## src/common/decode_pkg.sv

```systemverilog
package decode_pkg;

	// architectural widths
	localparam int ILEN    = 32;
	localparam int XLEN    = 64;
	localparam int REG_W   = 5;
	localparam int SHAMT_W = 6;

	typedef logic [ILEN-1:0]    instr_t;
	typedef logic [XLEN-1:0]    xlen_t;
	typedef logic [REG_W-1:0]   reg_idx_t;
	typedef logic [SHAMT_W-1:0] shamt_t;

	// upper immediates and jumps
	typedef struct packed {
		logic lui, auipc, jal, jalr;
	} jump_op_t;

	// conditional branches
	typedef struct packed {
		logic beq, bne, blt, bge, bltu, bgeu;
	} branch_op_t;

	typedef struct packed {
		logic lb, lh, lw, ld, lbu, lhu, lwu;
	} load_op_t;

	typedef struct packed {
		logic sb, sh, sw, sd;
	} store_op_t;

	// register-immediate arithmetic, shifts last
	typedef struct packed {
		logic addi, addiw, slti, sltiu, xori, ori, andi;
		logic slli, slliw, srli, srliw, srai, sraiw;
	} alu_imm_op_t;

	// register-register arithmetic
	// xor, or and and are reserved words, hence the trailing underscore
	typedef struct packed {
		logic add, addw, sub, subw, sll, sllw, slt, sltu;
		logic xor_, srl, srlw, sra, sraw, or_, and_;
	} alu_op_t;

	// fences, environment calls and csr access
	typedef struct packed {
		logic fence, fence_i, ecall, ebreak;
		logic csrrw, csrrs, csrrc, csrrwi, csrrsi, csrrci;
	} sys_op_t;

	// one decoded instruction as it sits in the instruction queue
	typedef struct packed {
		jump_op_t    jump;
		branch_op_t  branch;
		load_op_t    load;
		store_op_t   store;
		alu_imm_op_t alu_imm;
		alu_op_t     alu;
		sys_op_t     sys;
		// no class flag matched
		logic        illegal;
		xlen_t       pc;
		xlen_t       imm;
		shamt_t      shamt;
		reg_idx_t    rd;
		reg_idx_t    rs1;
		reg_idx_t    rs2;
	} micro_instr_t;

endpackage
```

## src/hdl/decode_frontend.sv

```systemverilog
`timescale 1ns/1ps

module decode_frontend #(
	parameter int DEPTH = 4
) (
	input  logic                     clk,
	input  logic                     rst,
	input  logic                     fetch_valid,
	input  decode_pkg::instr_t       instr,
	input  decode_pkg::xlen_t        pc,
	input  logic                     dispatch_ready,
	output logic                     queue_full,
	output logic                     out_valid,
	output decode_pkg::micro_instr_t out_instr
);

	decode_pkg::micro_instr_t micro_instr;
	logic                     push;

	// combinational decode, push only when the queue has room
	instr_decoder i_instr_decoder (
		.instr       (instr),
		.fetch_valid (fetch_valid),
		.pc          (pc),
		.queue_full  (queue_full),
		.micro_instr (micro_instr),
		.push        (push)
	);

	// decoded entries wait here until issue takes them
	instr_fifo #(
		.DEPTH (DEPTH)
	) i_instr_fifo (
		.clk       (clk),
		.rst       (rst),
		.push      (push),
		.wr_data   (micro_instr),
		.pop_ready (dispatch_ready),
		.rd_data   (out_instr),
		.full      (queue_full),
		.valid     (out_valid)
	);

endmodule

```

## src/hdl/instr_fifo.sv

```systemverilog
`timescale 1ns/1ps

module instr_fifo #(
	parameter int DEPTH = 4
) (
	input  logic                     clk,
	input  logic                     rst,
	input  logic                     push,
	input  decode_pkg::micro_instr_t wr_data,
	input  logic                     pop_ready,
	output decode_pkg::micro_instr_t rd_data,
	output logic                     full,
	output logic                     valid
);

	localparam int AW = $clog2(DEPTH);

	// depth must be a power of two so the pointer wrap bit works
	if (DEPTH < 2 || (DEPTH & (DEPTH - 1)) != 0) begin : g_depth_check
		$error("instr_fifo: DEPTH must be a power of two of at least 2");
	end

	decode_pkg::micro_instr_t mem [DEPTH];

	// one extra bit tells a full queue from an empty one
	logic [AW:0] wr_ptr;
	logic [AW:0] rd_ptr;
	logic        empty;
	logic        pop;

	assign empty = (wr_ptr == rd_ptr);
	assign full  = (wr_ptr[AW] != rd_ptr[AW]) && (wr_ptr[AW-1:0] == rd_ptr[AW-1:0]);
	assign valid = ~empty;
	assign pop   = valid & pop_ready;

	// push is already gated by full in the decoder
	always_ff @(posedge clk) begin
		if (rst) begin
			wr_ptr <= '0;
		end else if (push) begin
			wr_ptr <= wr_ptr + 1'b1;
		end
	end

	always_ff @(posedge clk) begin
		if (rst) begin
			rd_ptr <= '0;
		end else if (pop) begin
			rd_ptr <= rd_ptr + 1'b1;
		end
	end

	always_ff @(posedge clk) begin
		if (push) begin
			mem[wr_ptr[AW-1:0]] <= wr_data;
		end
	end

	// head entry straight from the array
	assign rd_data = mem[rd_ptr[AW-1:0]];

endmodule

```

## src/decode/instr_decoder.sv

```systemverilog
`timescale 1ns/1ps

module instr_decoder (
	input  decode_pkg::instr_t       instr,
	input  logic                     fetch_valid,
	input  decode_pkg::xlen_t        pc,
	input  logic                     queue_full,
	output decode_pkg::micro_instr_t micro_instr,
	output logic                     push
);

	// funct7 values used by the base integer set
	localparam logic [6:0] F7_BASE = 7'b0000000;
	localparam logic [6:0] F7_ALT  = 7'b0100000;
	// upper six bits of funct7 for the rv64 shift-immediate forms
	localparam logic [5:0] F6_SRL  = 6'b000000;
	localparam logic [5:0] F6_SRA  = 6'b010000;

	// opcode split into its fields
	logic [1:0] opc_lo;
	logic [2:0] opc_mid;
	logic [1:0] opc_hi;
	logic [2:0] funct3;
	logic [6:0] funct7;
	logic [7:0] f3;
	logic       f7_base;
	logic       f7_alt;
	logic       is_32bit;

	// major opcodes
	logic op_load;
	logic op_misc_mem;
	logic op_op_imm;
	logic op_auipc;
	logic op_op_imm32;
	logic op_store;
	logic op_op;
	logic op_lui;
	logic op_op_32;
	logic op_branch;
	logic op_jalr;
	logic op_jal;
	logic op_system;

	decode_pkg::jump_op_t    jump;
	decode_pkg::branch_op_t  branch;
	decode_pkg::load_op_t    load;
	decode_pkg::store_op_t   store;
	decode_pkg::alu_imm_op_t alu_imm;
	decode_pkg::alu_op_t     alu;
	decode_pkg::sys_op_t     sys;

	decode_pkg::xlen_t imm_i;
	decode_pkg::xlen_t imm_s;
	decode_pkg::xlen_t imm_b;
	decode_pkg::xlen_t imm_u;
	decode_pkg::xlen_t imm_j;
	decode_pkg::xlen_t imm;
	logic              fmt_i;
	logic              fmt_s;
	logic              fmt_b;
	logic              fmt_u;
	logic              fmt_j;
	logic              no_rd;

	assign opc_lo  = instr[1:0];
	assign opc_mid = instr[4:2];
	assign opc_hi  = instr[6:5];
	assign funct3  = instr[14:12];
	assign funct7  = instr[31:25];

	// one-hot funct3
	assign f3      = 8'b1 << funct3;
	assign f7_base = (funct7 == F7_BASE);
	assign f7_alt  = (funct7 == F7_ALT);

	// compressed words (low bits not 11) never match
	assign is_32bit = (opc_lo == 2'b11);

	assign op_load     = is_32bit & (opc_hi == 2'b00) & (opc_mid == 3'b000);
	assign op_misc_mem = is_32bit & (opc_hi == 2'b00) & (opc_mid == 3'b011);
	assign op_op_imm   = is_32bit & (opc_hi == 2'b00) & (opc_mid == 3'b100);
	assign op_auipc    = is_32bit & (opc_hi == 2'b00) & (opc_mid == 3'b101);
	assign op_op_imm32 = is_32bit & (opc_hi == 2'b00) & (opc_mid == 3'b110);
	assign op_store    = is_32bit & (opc_hi == 2'b01) & (opc_mid == 3'b000);
	assign op_op       = is_32bit & (opc_hi == 2'b01) & (opc_mid == 3'b100);
	assign op_lui      = is_32bit & (opc_hi == 2'b01) & (opc_mid == 3'b101);
	assign op_op_32    = is_32bit & (opc_hi == 2'b01) & (opc_mid == 3'b110);
	assign op_branch   = is_32bit & (opc_hi == 2'b11) & (opc_mid == 3'b000);
	assign op_jalr     = is_32bit & (opc_hi == 2'b11) & (opc_mid == 3'b001);
	assign op_jal      = is_32bit & (opc_hi == 2'b11) & (opc_mid == 3'b011);
	assign op_system   = is_32bit & (opc_hi == 2'b11) & (opc_mid == 3'b100);

	always_comb begin
		jump.lui   = op_lui;
		jump.auipc = op_auipc;
		jump.jal   = op_jal;
		jump.jalr  = op_jalr & f3[0];

		branch.beq  = op_branch & f3[0];
		branch.bne  = op_branch & f3[1];
		branch.blt  = op_branch & f3[4];
		branch.bge  = op_branch & f3[5];
		branch.bltu = op_branch & f3[6];
		branch.bgeu = op_branch & f3[7];

		load.lb  = op_load & f3[0];
		load.lh  = op_load & f3[1];
		load.lw  = op_load & f3[2];
		load.ld  = op_load & f3[3];
		load.lbu = op_load & f3[4];
		load.lhu = op_load & f3[5];
		load.lwu = op_load & f3[6];

		store.sb = op_store & f3[0];
		store.sh = op_store & f3[1];
		store.sw = op_store & f3[2];
		store.sd = op_store & f3[3];
	end

	// shamt[5] sits in funct7[0], so rv64 shifts only check the upper six bits
	always_comb begin
		alu_imm.addi  = op_op_imm & f3[0];
		alu_imm.addiw = op_op_imm32 & f3[0];
		alu_imm.slti  = op_op_imm & f3[2];
		alu_imm.sltiu = op_op_imm & f3[3];
		alu_imm.xori  = op_op_imm & f3[4];
		alu_imm.ori   = op_op_imm & f3[6];
		alu_imm.andi  = op_op_imm & f3[7];
		alu_imm.slli  = op_op_imm & f3[1] & (funct7[6:1] == F6_SRL);
		alu_imm.slliw = op_op_imm32 & f3[1] & f7_base;
		alu_imm.srli  = op_op_imm & f3[5] & (funct7[6:1] == F6_SRL);
		alu_imm.srliw = op_op_imm32 & f3[5] & f7_base;
		alu_imm.srai  = op_op_imm & f3[5] & (funct7[6:1] == F6_SRA);
		alu_imm.sraiw = op_op_imm32 & f3[5] & f7_alt;
	end

	always_comb begin
		alu.add  = op_op & f3[0] & f7_base;
		alu.addw = op_op_32 & f3[0] & f7_base;
		alu.sub  = op_op & f3[0] & f7_alt;
		alu.subw = op_op_32 & f3[0] & f7_alt;
		alu.sll  = op_op & f3[1] & f7_base;
		alu.sllw = op_op_32 & f3[1] & f7_base;
		alu.slt  = op_op & f3[2] & f7_base;
		alu.sltu = op_op & f3[3] & f7_base;
		alu.xor_ = op_op & f3[4] & f7_base;
		alu.srl  = op_op & f3[5] & f7_base;
		alu.srlw = op_op_32 & f3[5] & f7_base;
		alu.sra  = op_op & f3[5] & f7_alt;
		alu.sraw = op_op_32 & f3[5] & f7_alt;
		alu.or_  = op_op & f3[6] & f7_base;
		alu.and_ = op_op & f3[7] & f7_base;
	end

	// ecall and ebreak differ only in the funct12 field
	always_comb begin
		sys.fence   = op_misc_mem & f3[0];
		sys.fence_i = op_misc_mem & f3[1];
		sys.ecall   = op_system & f3[0] & (instr[31:20] == 12'h000);
		sys.ebreak  = op_system & f3[0] & (instr[31:20] == 12'h001);
		sys.csrrw   = op_system & f3[1];
		sys.csrrs   = op_system & f3[2];
		sys.csrrc   = op_system & f3[3];
		sys.csrrwi  = op_system & f3[5];
		sys.csrrsi  = op_system & f3[6];
		sys.csrrci  = op_system & f3[7];
	end

	// immediates per format, all sign-extended from bit 31
	assign imm_i = {{52{instr[31]}}, instr[31:20]};
	assign imm_s = {{52{instr[31]}}, instr[31:25], instr[11:7]};
	assign imm_b = {{52{instr[31]}}, instr[7], instr[30:25], instr[11:8], 1'b0};
	assign imm_u = {{32{instr[31]}}, instr[31:12], 12'b0};
	assign imm_j = {{44{instr[31]}}, instr[19:12], instr[20], instr[30:21], 1'b0};

	assign fmt_i = jump.jalr | (|load) | (|alu_imm) | sys.fence | sys.fence_i
		| sys.csrrw | sys.csrrs | sys.csrrc | sys.csrrwi | sys.csrrsi | sys.csrrci;
	assign fmt_s = |store;
	assign fmt_b = |branch;
	assign fmt_u = jump.lui | jump.auipc;
	assign fmt_j = jump.jal;

	// formats are mutually exclusive, r-type and the rest fall through to zero
	always_comb begin
		if (fmt_i) begin
			imm = imm_i;
		end else if (fmt_s) begin
			imm = imm_s;
		end else if (fmt_b) begin
			imm = imm_b;
		end else if (fmt_u) begin
			imm = imm_u;
		end else if (fmt_j) begin
			imm = imm_j;
		end else begin
			imm = '0;
		end
	end

	// these write no register
	assign no_rd = (|branch) | (|store) | sys.ecall | sys.ebreak;

	always_comb begin
		micro_instr.jump    = jump;
		micro_instr.branch  = branch;
		micro_instr.load    = load;
		micro_instr.store   = store;
		micro_instr.alu_imm = alu_imm;
		micro_instr.alu     = alu;
		micro_instr.sys     = sys;
		micro_instr.illegal = ~|{jump, branch, load, store, alu_imm, alu, sys};
		micro_instr.pc      = pc;
		micro_instr.imm     = imm;
		micro_instr.shamt   = instr[25:20];
		micro_instr.rd      = no_rd ? 5'd0 : instr[11:7];
		micro_instr.rs1     = instr[19:15];
		micro_instr.rs2     = instr[24:20];
	end

	assign push = fetch_valid & ~queue_full;

endmodule

```

## config.mk

```make
export PLATFORM = sky130hd
export DESIGN_NAME = decode_frontend
export DESIGN_NICKNAME = d
export VERILOG_FILES = /design/src/common/decode_pkg.sv /design/src/hdl/decode_frontend.sv /design/src/hdl/instr_fifo.sv /design/src/decode/instr_decoder.sv
export SDC_FILE = /design/constraint.sdc
export NUM_CORES = 1
export LEC_CHECK = 0
export BUFFER_PORTS_ARGS = -buffer_cell sky130_fd_sc_hd__buf_4
export CORE_UTILIZATION = 30
export DETAILED_ROUTE_END_ITERATION = 12
export PLACE_DENSITY = 0.47
export RECOVER_POWER = 50
export SYNTH_ARGS = -nofsm -noshare
export SYNTH_HDL_FRONTEND = slang
export SYNTH_HIERARCHICAL = 1
export SYNTH_SLANG_ARGS = --single-unit
```

## constraint.sdc

```tcl
create_clock -name clk -period 19.5 [get_ports clk]
set_input_delay 2.925 -clock clk [delete_from_list [all_inputs] [get_ports clk]]
set_output_delay 2.925 -clock clk [all_outputs]
set_load 0.02 [all_outputs]
```

==> results.toml, run 1 <==
[logic_synthesis]
syn-num-nets = 1626
seq_area_frac_synth = 0.768
synthArstFlopShare = 0
ys_types = 66
syn_avg_cell_area_um2 = 21.6
synth.ff_latch_count = 844
synth_cells = 1521
ys.flop_type = "edfxtp_1"
synth_edf_count = 836
syn_area_mm2 = 0.0329
synth_warnings = 6

[grt]
busiest_layer = "met2"
grt_pass1_wl_mm = 114
use_met2 = 0.227
antenna_found_initial = 4
overflow = 0
use_met3 = 0.0300
grt_pass1_vias = 16300
grt_max_degree = 132
use_met1 = 0.187
grt_use_total = 0.140

[cells_and_area]
num-nets-final = 1872
drive_above_1_share = 0.328
synthToLayoutAreaGrowth_pct = 17.4
layout_common_cells = "836 x edfxtp_1, 244 x buf_4, 209 x mux4_2"
layout_commonest_cell = "edfxtp_1"
fillerInstances = 10100

[drt]
firstDrtPassIters = 5
drt_wl_total_mm = 78.1
vias_per_cell = 4.76
drc = 0
num_vias = 15500
drt_iter0_markers = 1086
wl_per_cell_um = 23.9
antenna_left = 0

[setup_path]
worstPathArrival_ps = 12240
reg2reg_to = "i_instr_fifo/mem[3][111]"
critical_path_class = "primary input to flop"
rr_startpoint = "i_instr_fifo/wr_ptr[2]"
rr_worst_depth = 5
crit_required_ps = 19500
crit_path_start_kind = "primary input"
critPathCaptureType = "flop"
r2r_slack_ps = 8760
crit_fanout = 127

[floorplanning]
dieHeight_um = 333
dieArea_mm2 = 0.111
coreArea_mm2 = 0.109
fp.dieW_um = 333
io_pins = 311
row_count = 121
initial_core_util = 0.302

[clocking]
cts-htree-levels = 3
cts_buffers = 95
ctsResizeCount = 0
clockBufferDepth = 3
clk_latency_ps = 670
cts.reportedPaths.clkPinSlew_ps = 50
ctsHoldBuffers = 0
numClockSinks = 844
clockRootBuffer = "clkbuf_16"
post-cts-setup-buffers = 0
cts_tree = "yes"

[place]
dp_slack_ps = 12820
dp_hpwl_mm = 47.3
globalplace.congestion = 0.750
portBuffers = 310

[power]
swShare = 0.280
power.total_mw = 5.02
power_frac_clock = 0.343
power_frac_seq = 0.426
p_per_area_mw_per_mm2 = 130
power.leakage_nw = 12.8
p_comb_frac = 0.231
p_sw_mw = 1.40
internal_power_mw = 3.61
ir_drop_mv = 0.0621

[min_path]
min_from = "i_instr_fifo/rd_ptr[2]"
min_path_type = "flop to flop"
hold_path_depth = 2
whs_endpoint = "i_instr_fifo/rd_ptr[2]"

[sta]
max_freq_mhz = 81.7
period_minus_slack_ps = 12240
maxSlewViolCount = 550
maxSlewHeadroom = -4.63
setup_viol = 0
hold_viol_final = 0
hold_ws_ps = 516
setup_ws_ps = 7260
min_period_over_period = 0.628
skew_ps = 30.9
tightest_slew_ps = 8440
rsz0062_at_grt = "false"
tns_ps = 0

[outcome]
status = "finished with violations"
violations = "capacitance limit, slew limit"

[job]
max_cap_violations = 9
## per-stage QoR
step | util | std cells | cell area [um^2]
global placement | 0.330 | 3084 | 36000
CTS | 0.358 | 3262 | 39000
floorplan | - | 1521 | 32900
detailed placement | 0.330 | 3084 | 36000
global route | 0.355 | 3264 | 38600
finish | 0.355 | 3264 | 38600
## state kept, by name, summed over array words and instances (netlist names), named ones only
name	cells
i_instr_fifo/mem	836
i_instr_fifo/rd_ptr	3
i_instr_fifo/wr_ptr	3
## metal layers
| metal | part of all wire | vias to the layer above |
|---|---|---|
| li1 | - | 6662 |
| met1 | 0.44 | 8372 |
| met2 | 0.49 | 375 |
| met3 | 0.050 | 117 |
| met4 | 0.023 | 4 |
| met5 | 0.00029 | - |
## worst max-delay path: stages
cell and delay (ps):
clkbuf_4 90, nor2b_1 350, and2_0 2560, clkbuf_1 6020
## cells by family (layout without fill, tap and decap cells)
group,Yosys count,after routing,synth area share
muxes,211,211,0.144
buffers and inverters,194,521,0.0399
AOI/OAI and AO/OA,51,51,0.0122
adders and majority gates,5,5,0.00190
DFF,844,844,0.768
xor gates and xnor gates,6,6,0.00183
other,0,2,0
and+or+nand+nor,210,210,0.0327
## cell usage after synthesis (2+ instances only)
library cell / instances / area [um^2]
or3_1: 5 / 31.3
nor3_1: 17 / 85.1
xnor2_1: 5 / 43.8
nand2b_1: 5 / 31.3
ha_1: 5 / 62.6
o21ai_1: 7 / 35.0
a21oi_1: 9 / 45.0
clkbuf_1: 7 / 26.3
buf_1: 9 / 33.8
nand4_1: 2 / 12.5
buf_6: 13 / 146
mux2i_1: 2 / 20.0
a32oi_1: 5 / 43.8
nor2_1: 62 / 233
a21boi_1: 4 / 30.0
a31oi_1: 2 / 12.5
nand4b_1: 3 / 26.3
buf_4: 119 / 893
buf_2: 31 / 155
inv_1: 13 / 48.8
and4_1: 4 / 35.0
nor4_1: 3 / 18.8
nand3b_1: 3 / 22.5
a211oi_1: 2 / 15.0
o21ai_0: 5 / 25.0
clkbuf_2: 2 / 10.0
nor2b_1: 8 / 50.1
dfxtp_1: 8 / 160
nand3_1: 27 / 135
edfxtp_1: 836 / 25100
nand2_1: 42 / 158
or2_2: 3 / 18.8
and2_1: 12 / 75.1
mux4_2: 209 / 4710
## worst max path at each step
stage | from | end | slack [ps]
floorplan | fetch_valid | i_instr_fifo/mem[3][0] | 10850
finish | fetch_valid | i_instr_fifo/mem[3][111] | 7260
CTS | flop | out_instr[123] | 12170
global placement | fetch_valid | i_instr_fifo/mem[1][108] | 12890
global route | fetch_valid | i_instr_fifo/mem[3][111] | 6200
detailed placement | fetch_valid | i_instr_fifo/mem[1][108] | 12820
## power by group through the flow
stage | sequential, mW | clock (mW) | combinational (mW)
2_1_floorplan | 2.14 | 0 | 0.783
3_3_place_gp | 2.16 | 0 | 1.21
3_5_place_dp | 2.17 | 0 | 1.21
4_1_cts | 2.13 | 1.78 | 1.21
5_1_grt | 2.15 | 1.84 | 1.24
6_report | 2.14 | 1.72 | 1.16
## cell type report
| class | instances | area [um^2] | share of cell area |
|---|---|---|---|
| Sequential cell | 844 | 25300 | 0.654 |
| Multi-Input combinational cell | 483 | 6310 | 0.163 |
| Clock buffer | 110 | 2450 | 0.0636 |
| Timing Repair Buffer | 330 | 2170 | 0.0563 |
| Tap cell | 1414 | 1770 | 0.0458 |
| Clock inverter | 68 | 583 | 0.0151 |
| Inverter | 13 | 48.8 | 0.00126 |
| Antenna cell | 2 | 5.00 | 0.000130 |
No activity file was read; power rests on OpenSTA's default activity.
==> run 2, diff against run 1 <==
Clock period 19.5 ns to 12.6 ns, I/O delays scaled along.
==> run 2 against run 1 <==
  * The flow still finishes with violations (capacitance limit, slew limit)
  * Final cell count down 0.28%
  * Clock power up 49%
  * Power up 53%
  * Die area unchanged
  * Combinational power up 55%
  * Register-to-register slack worse by 3800 ps
  * Via count down 0.15%
  * Critical path depth unchanged
  * Sequential share of layout area up 0.16 points
  * Critical path type unchanged
  * Largest power group unchanged
==> results.toml, run 2 (synthesis results as in run 1) <==
[grt]
use_met3 = 0.0270
use_met2 = 0.228
busiest_layer = "met2"
overflow = 0
grt_use_total = 0.142
grt_pass1_vias = 16100
grt_max_degree = 132
grt_pass1_wl_mm = 114
use_met1 = 0.192
antenna_found_initial = 4

[cells_and_area]
layout_common_cells = "836 x edfxtp_1, 242 x buf_4, 209 x mux4_2"
instances_no_fill = 3255
final_util = 0.354
largest_reg_flops = 836
layout_commonest_cell = "edfxtp_1"
num-nets-final = 1871
fillerInstances = 10100
synthToLayoutAreaGrowth_pct = 17.1
drive_above_1_share = 0.328
final_cell_area_mm2 = 0.0385

[drt]
firstDrtPassIters = 6
drc = 0
wl_per_cell_um = 24.2
num_vias = 15500
drt_wl_total_mm = 78.9
vias_per_cell = 4.76
drt_iter0_markers = 998
antenna_left = 0

[clocking]
cts_tree = "yes"
cts-htree-levels = 3
numClockSinks = 844
cts_buffers = 94
ctsHoldBuffers = 0
clk_latency_ps = 660
clockRootBuffer = "clkbuf_16"
ctsResizeCount = 0
cts.reportedPaths.clkPinSlew_ps = 50
post-cts-setup-buffers = 0
clockBufferDepth = 3

[setup_path]
crit_required_ps = 12760
path_cells = "clkbuf_4 -> nor2b_1 -> and2_0 -> clkbuf_2"
worstPathArrival_ps = 8310
crit_fanout = 122
crit_slowest_cell = "clkbuf_2"
crit_path_start_kind = "primary input"
max_stage_delay_ps = 3120
critPathCaptureType = "flop"
critical_path_class = "primary input to flop"

[floorplanning]
row_count = 121
dieHeight_um = 333
initial_core_util = 0.302
io_pins = 311
coreArea_mm2 = 0.109
dieArea_mm2 = 0.111
fp.dieW_um = 333

[power]
power_frac_clock = 0.336
power_frac_seq = 0.430
p_comb_frac = 0.235
ir_drop_mv = 0.149
power.leakage_nw = 12.8
swShare = 0.281
p_sw_mw = 2.15
internal_power_mw = 5.51
p_per_area_mw_per_mm2 = 199

[job]
max_cap_violations = 8

[outcome]
status = "finished with violations"
violations = "capacitance limit, slew limit"

[place]
dp_hpwl_mm = 47.4
dp_cells = 3084
portBuffers = 310
globalplace.congestion = 0.750
place_area_mm2 = 0.0360
dp_slack_ps = 7160

[sta]
hold_viol_final = 0
tightest_slew_ps = 4040
setup_viol = 0
maxSlewHeadroom = -1.70
max_freq_mhz = 123
skew_ps = 21.2
tns_ps = 0
min_period_over_period = 0.647
period_minus_slack_ps = 8150
setup_ws_ps = 4450
maxSlewViolCount = 431
rsz0062_at_grt = "false"

[min_path]
min_path_type = "flop to flop"
-- run 2: cell types whose count changed in the layout (fill, tap and decap cells not counted), moves of 2 or more --
cell / delta
buf_12: +3
a21boi_0: -5
clkinv_4: +2
clkinvlp_4: -3
a21boi_1: +4
clkbuf_8: +3
clkinv_2: -4
bufinv_16: -5
buf_4: -2
clkbuf_1: +9
o21ai_1: +4
o21ai_0: -4
clkinv_1: -13
-- run 2: power groups by stage --
stage / registers [mW] / clock network [mW] / logic (mW)
2_1_floorplan: 3.32 / 0 / 1.21
3_3_place_gp: 3.34 / 0 / 1.88
3_5_place_dp: 3.35 / 0 / 1.87
4_1_cts: 3.29 / 2.66 / 1.88
5_1_grt: 3.31 / 2.75 / 1.92
6_report: 3.29 / 2.57 / 1.80
-- run 2: final cells by class --
cell class              instances  area, um^2  area share
clock inverters                44         329     0.00854
clock buffers                 125        2560      0.0665
repair buffers                330        2220      0.0576
flip-flops and latches        844       25300       0.656
well taps                    1414        1770      0.0459
inverters                      13        48.8     0.00127
diodes                          2        5.00    0.000130
multi-input cells             483        6320       0.164
-- run 2: path summary, 6_finish.rpt --
kind                          start                  endpoint  slack (ps)  cells past startpoint
max                     fetch_valid  i_instr_fifo/mem[1][105]        4450                      4
min          i_instr_fifo/rd_ptr[2]    i_instr_fifo/rd_ptr[2]         520                      2
max reg2reg  i_instr_fifo/wr_ptr[2]  i_instr_fifo/mem[1][105]        4910                      5
min reg2reg  i_instr_fifo/rd_ptr[2]    i_instr_fifo/rd_ptr[2]         520                      2
-- run 2: critical path, delay by kind of cell --
kind	cells	cell delay (ps)
buffers and inverters	2	3220
and+or+nand+nor	2	3010
-- run 2: metal layers --
metal	share of wire	up-vias
li1	-	6648
met1	0.44	8275
met2	0.48	450
met3	0.050	129
met4	0.024	4
met5	0.00032	-
-- run 2: metrics by stage --
stage	hold slack (ps)	power, mW
2_1_floorplan	461	4.53
3_3_place_gp	477	5.22
3_5_place_dp	515	5.23
4_1_cts	522	7.83
5_1_grt	568	7.98
6_report	522	7.66
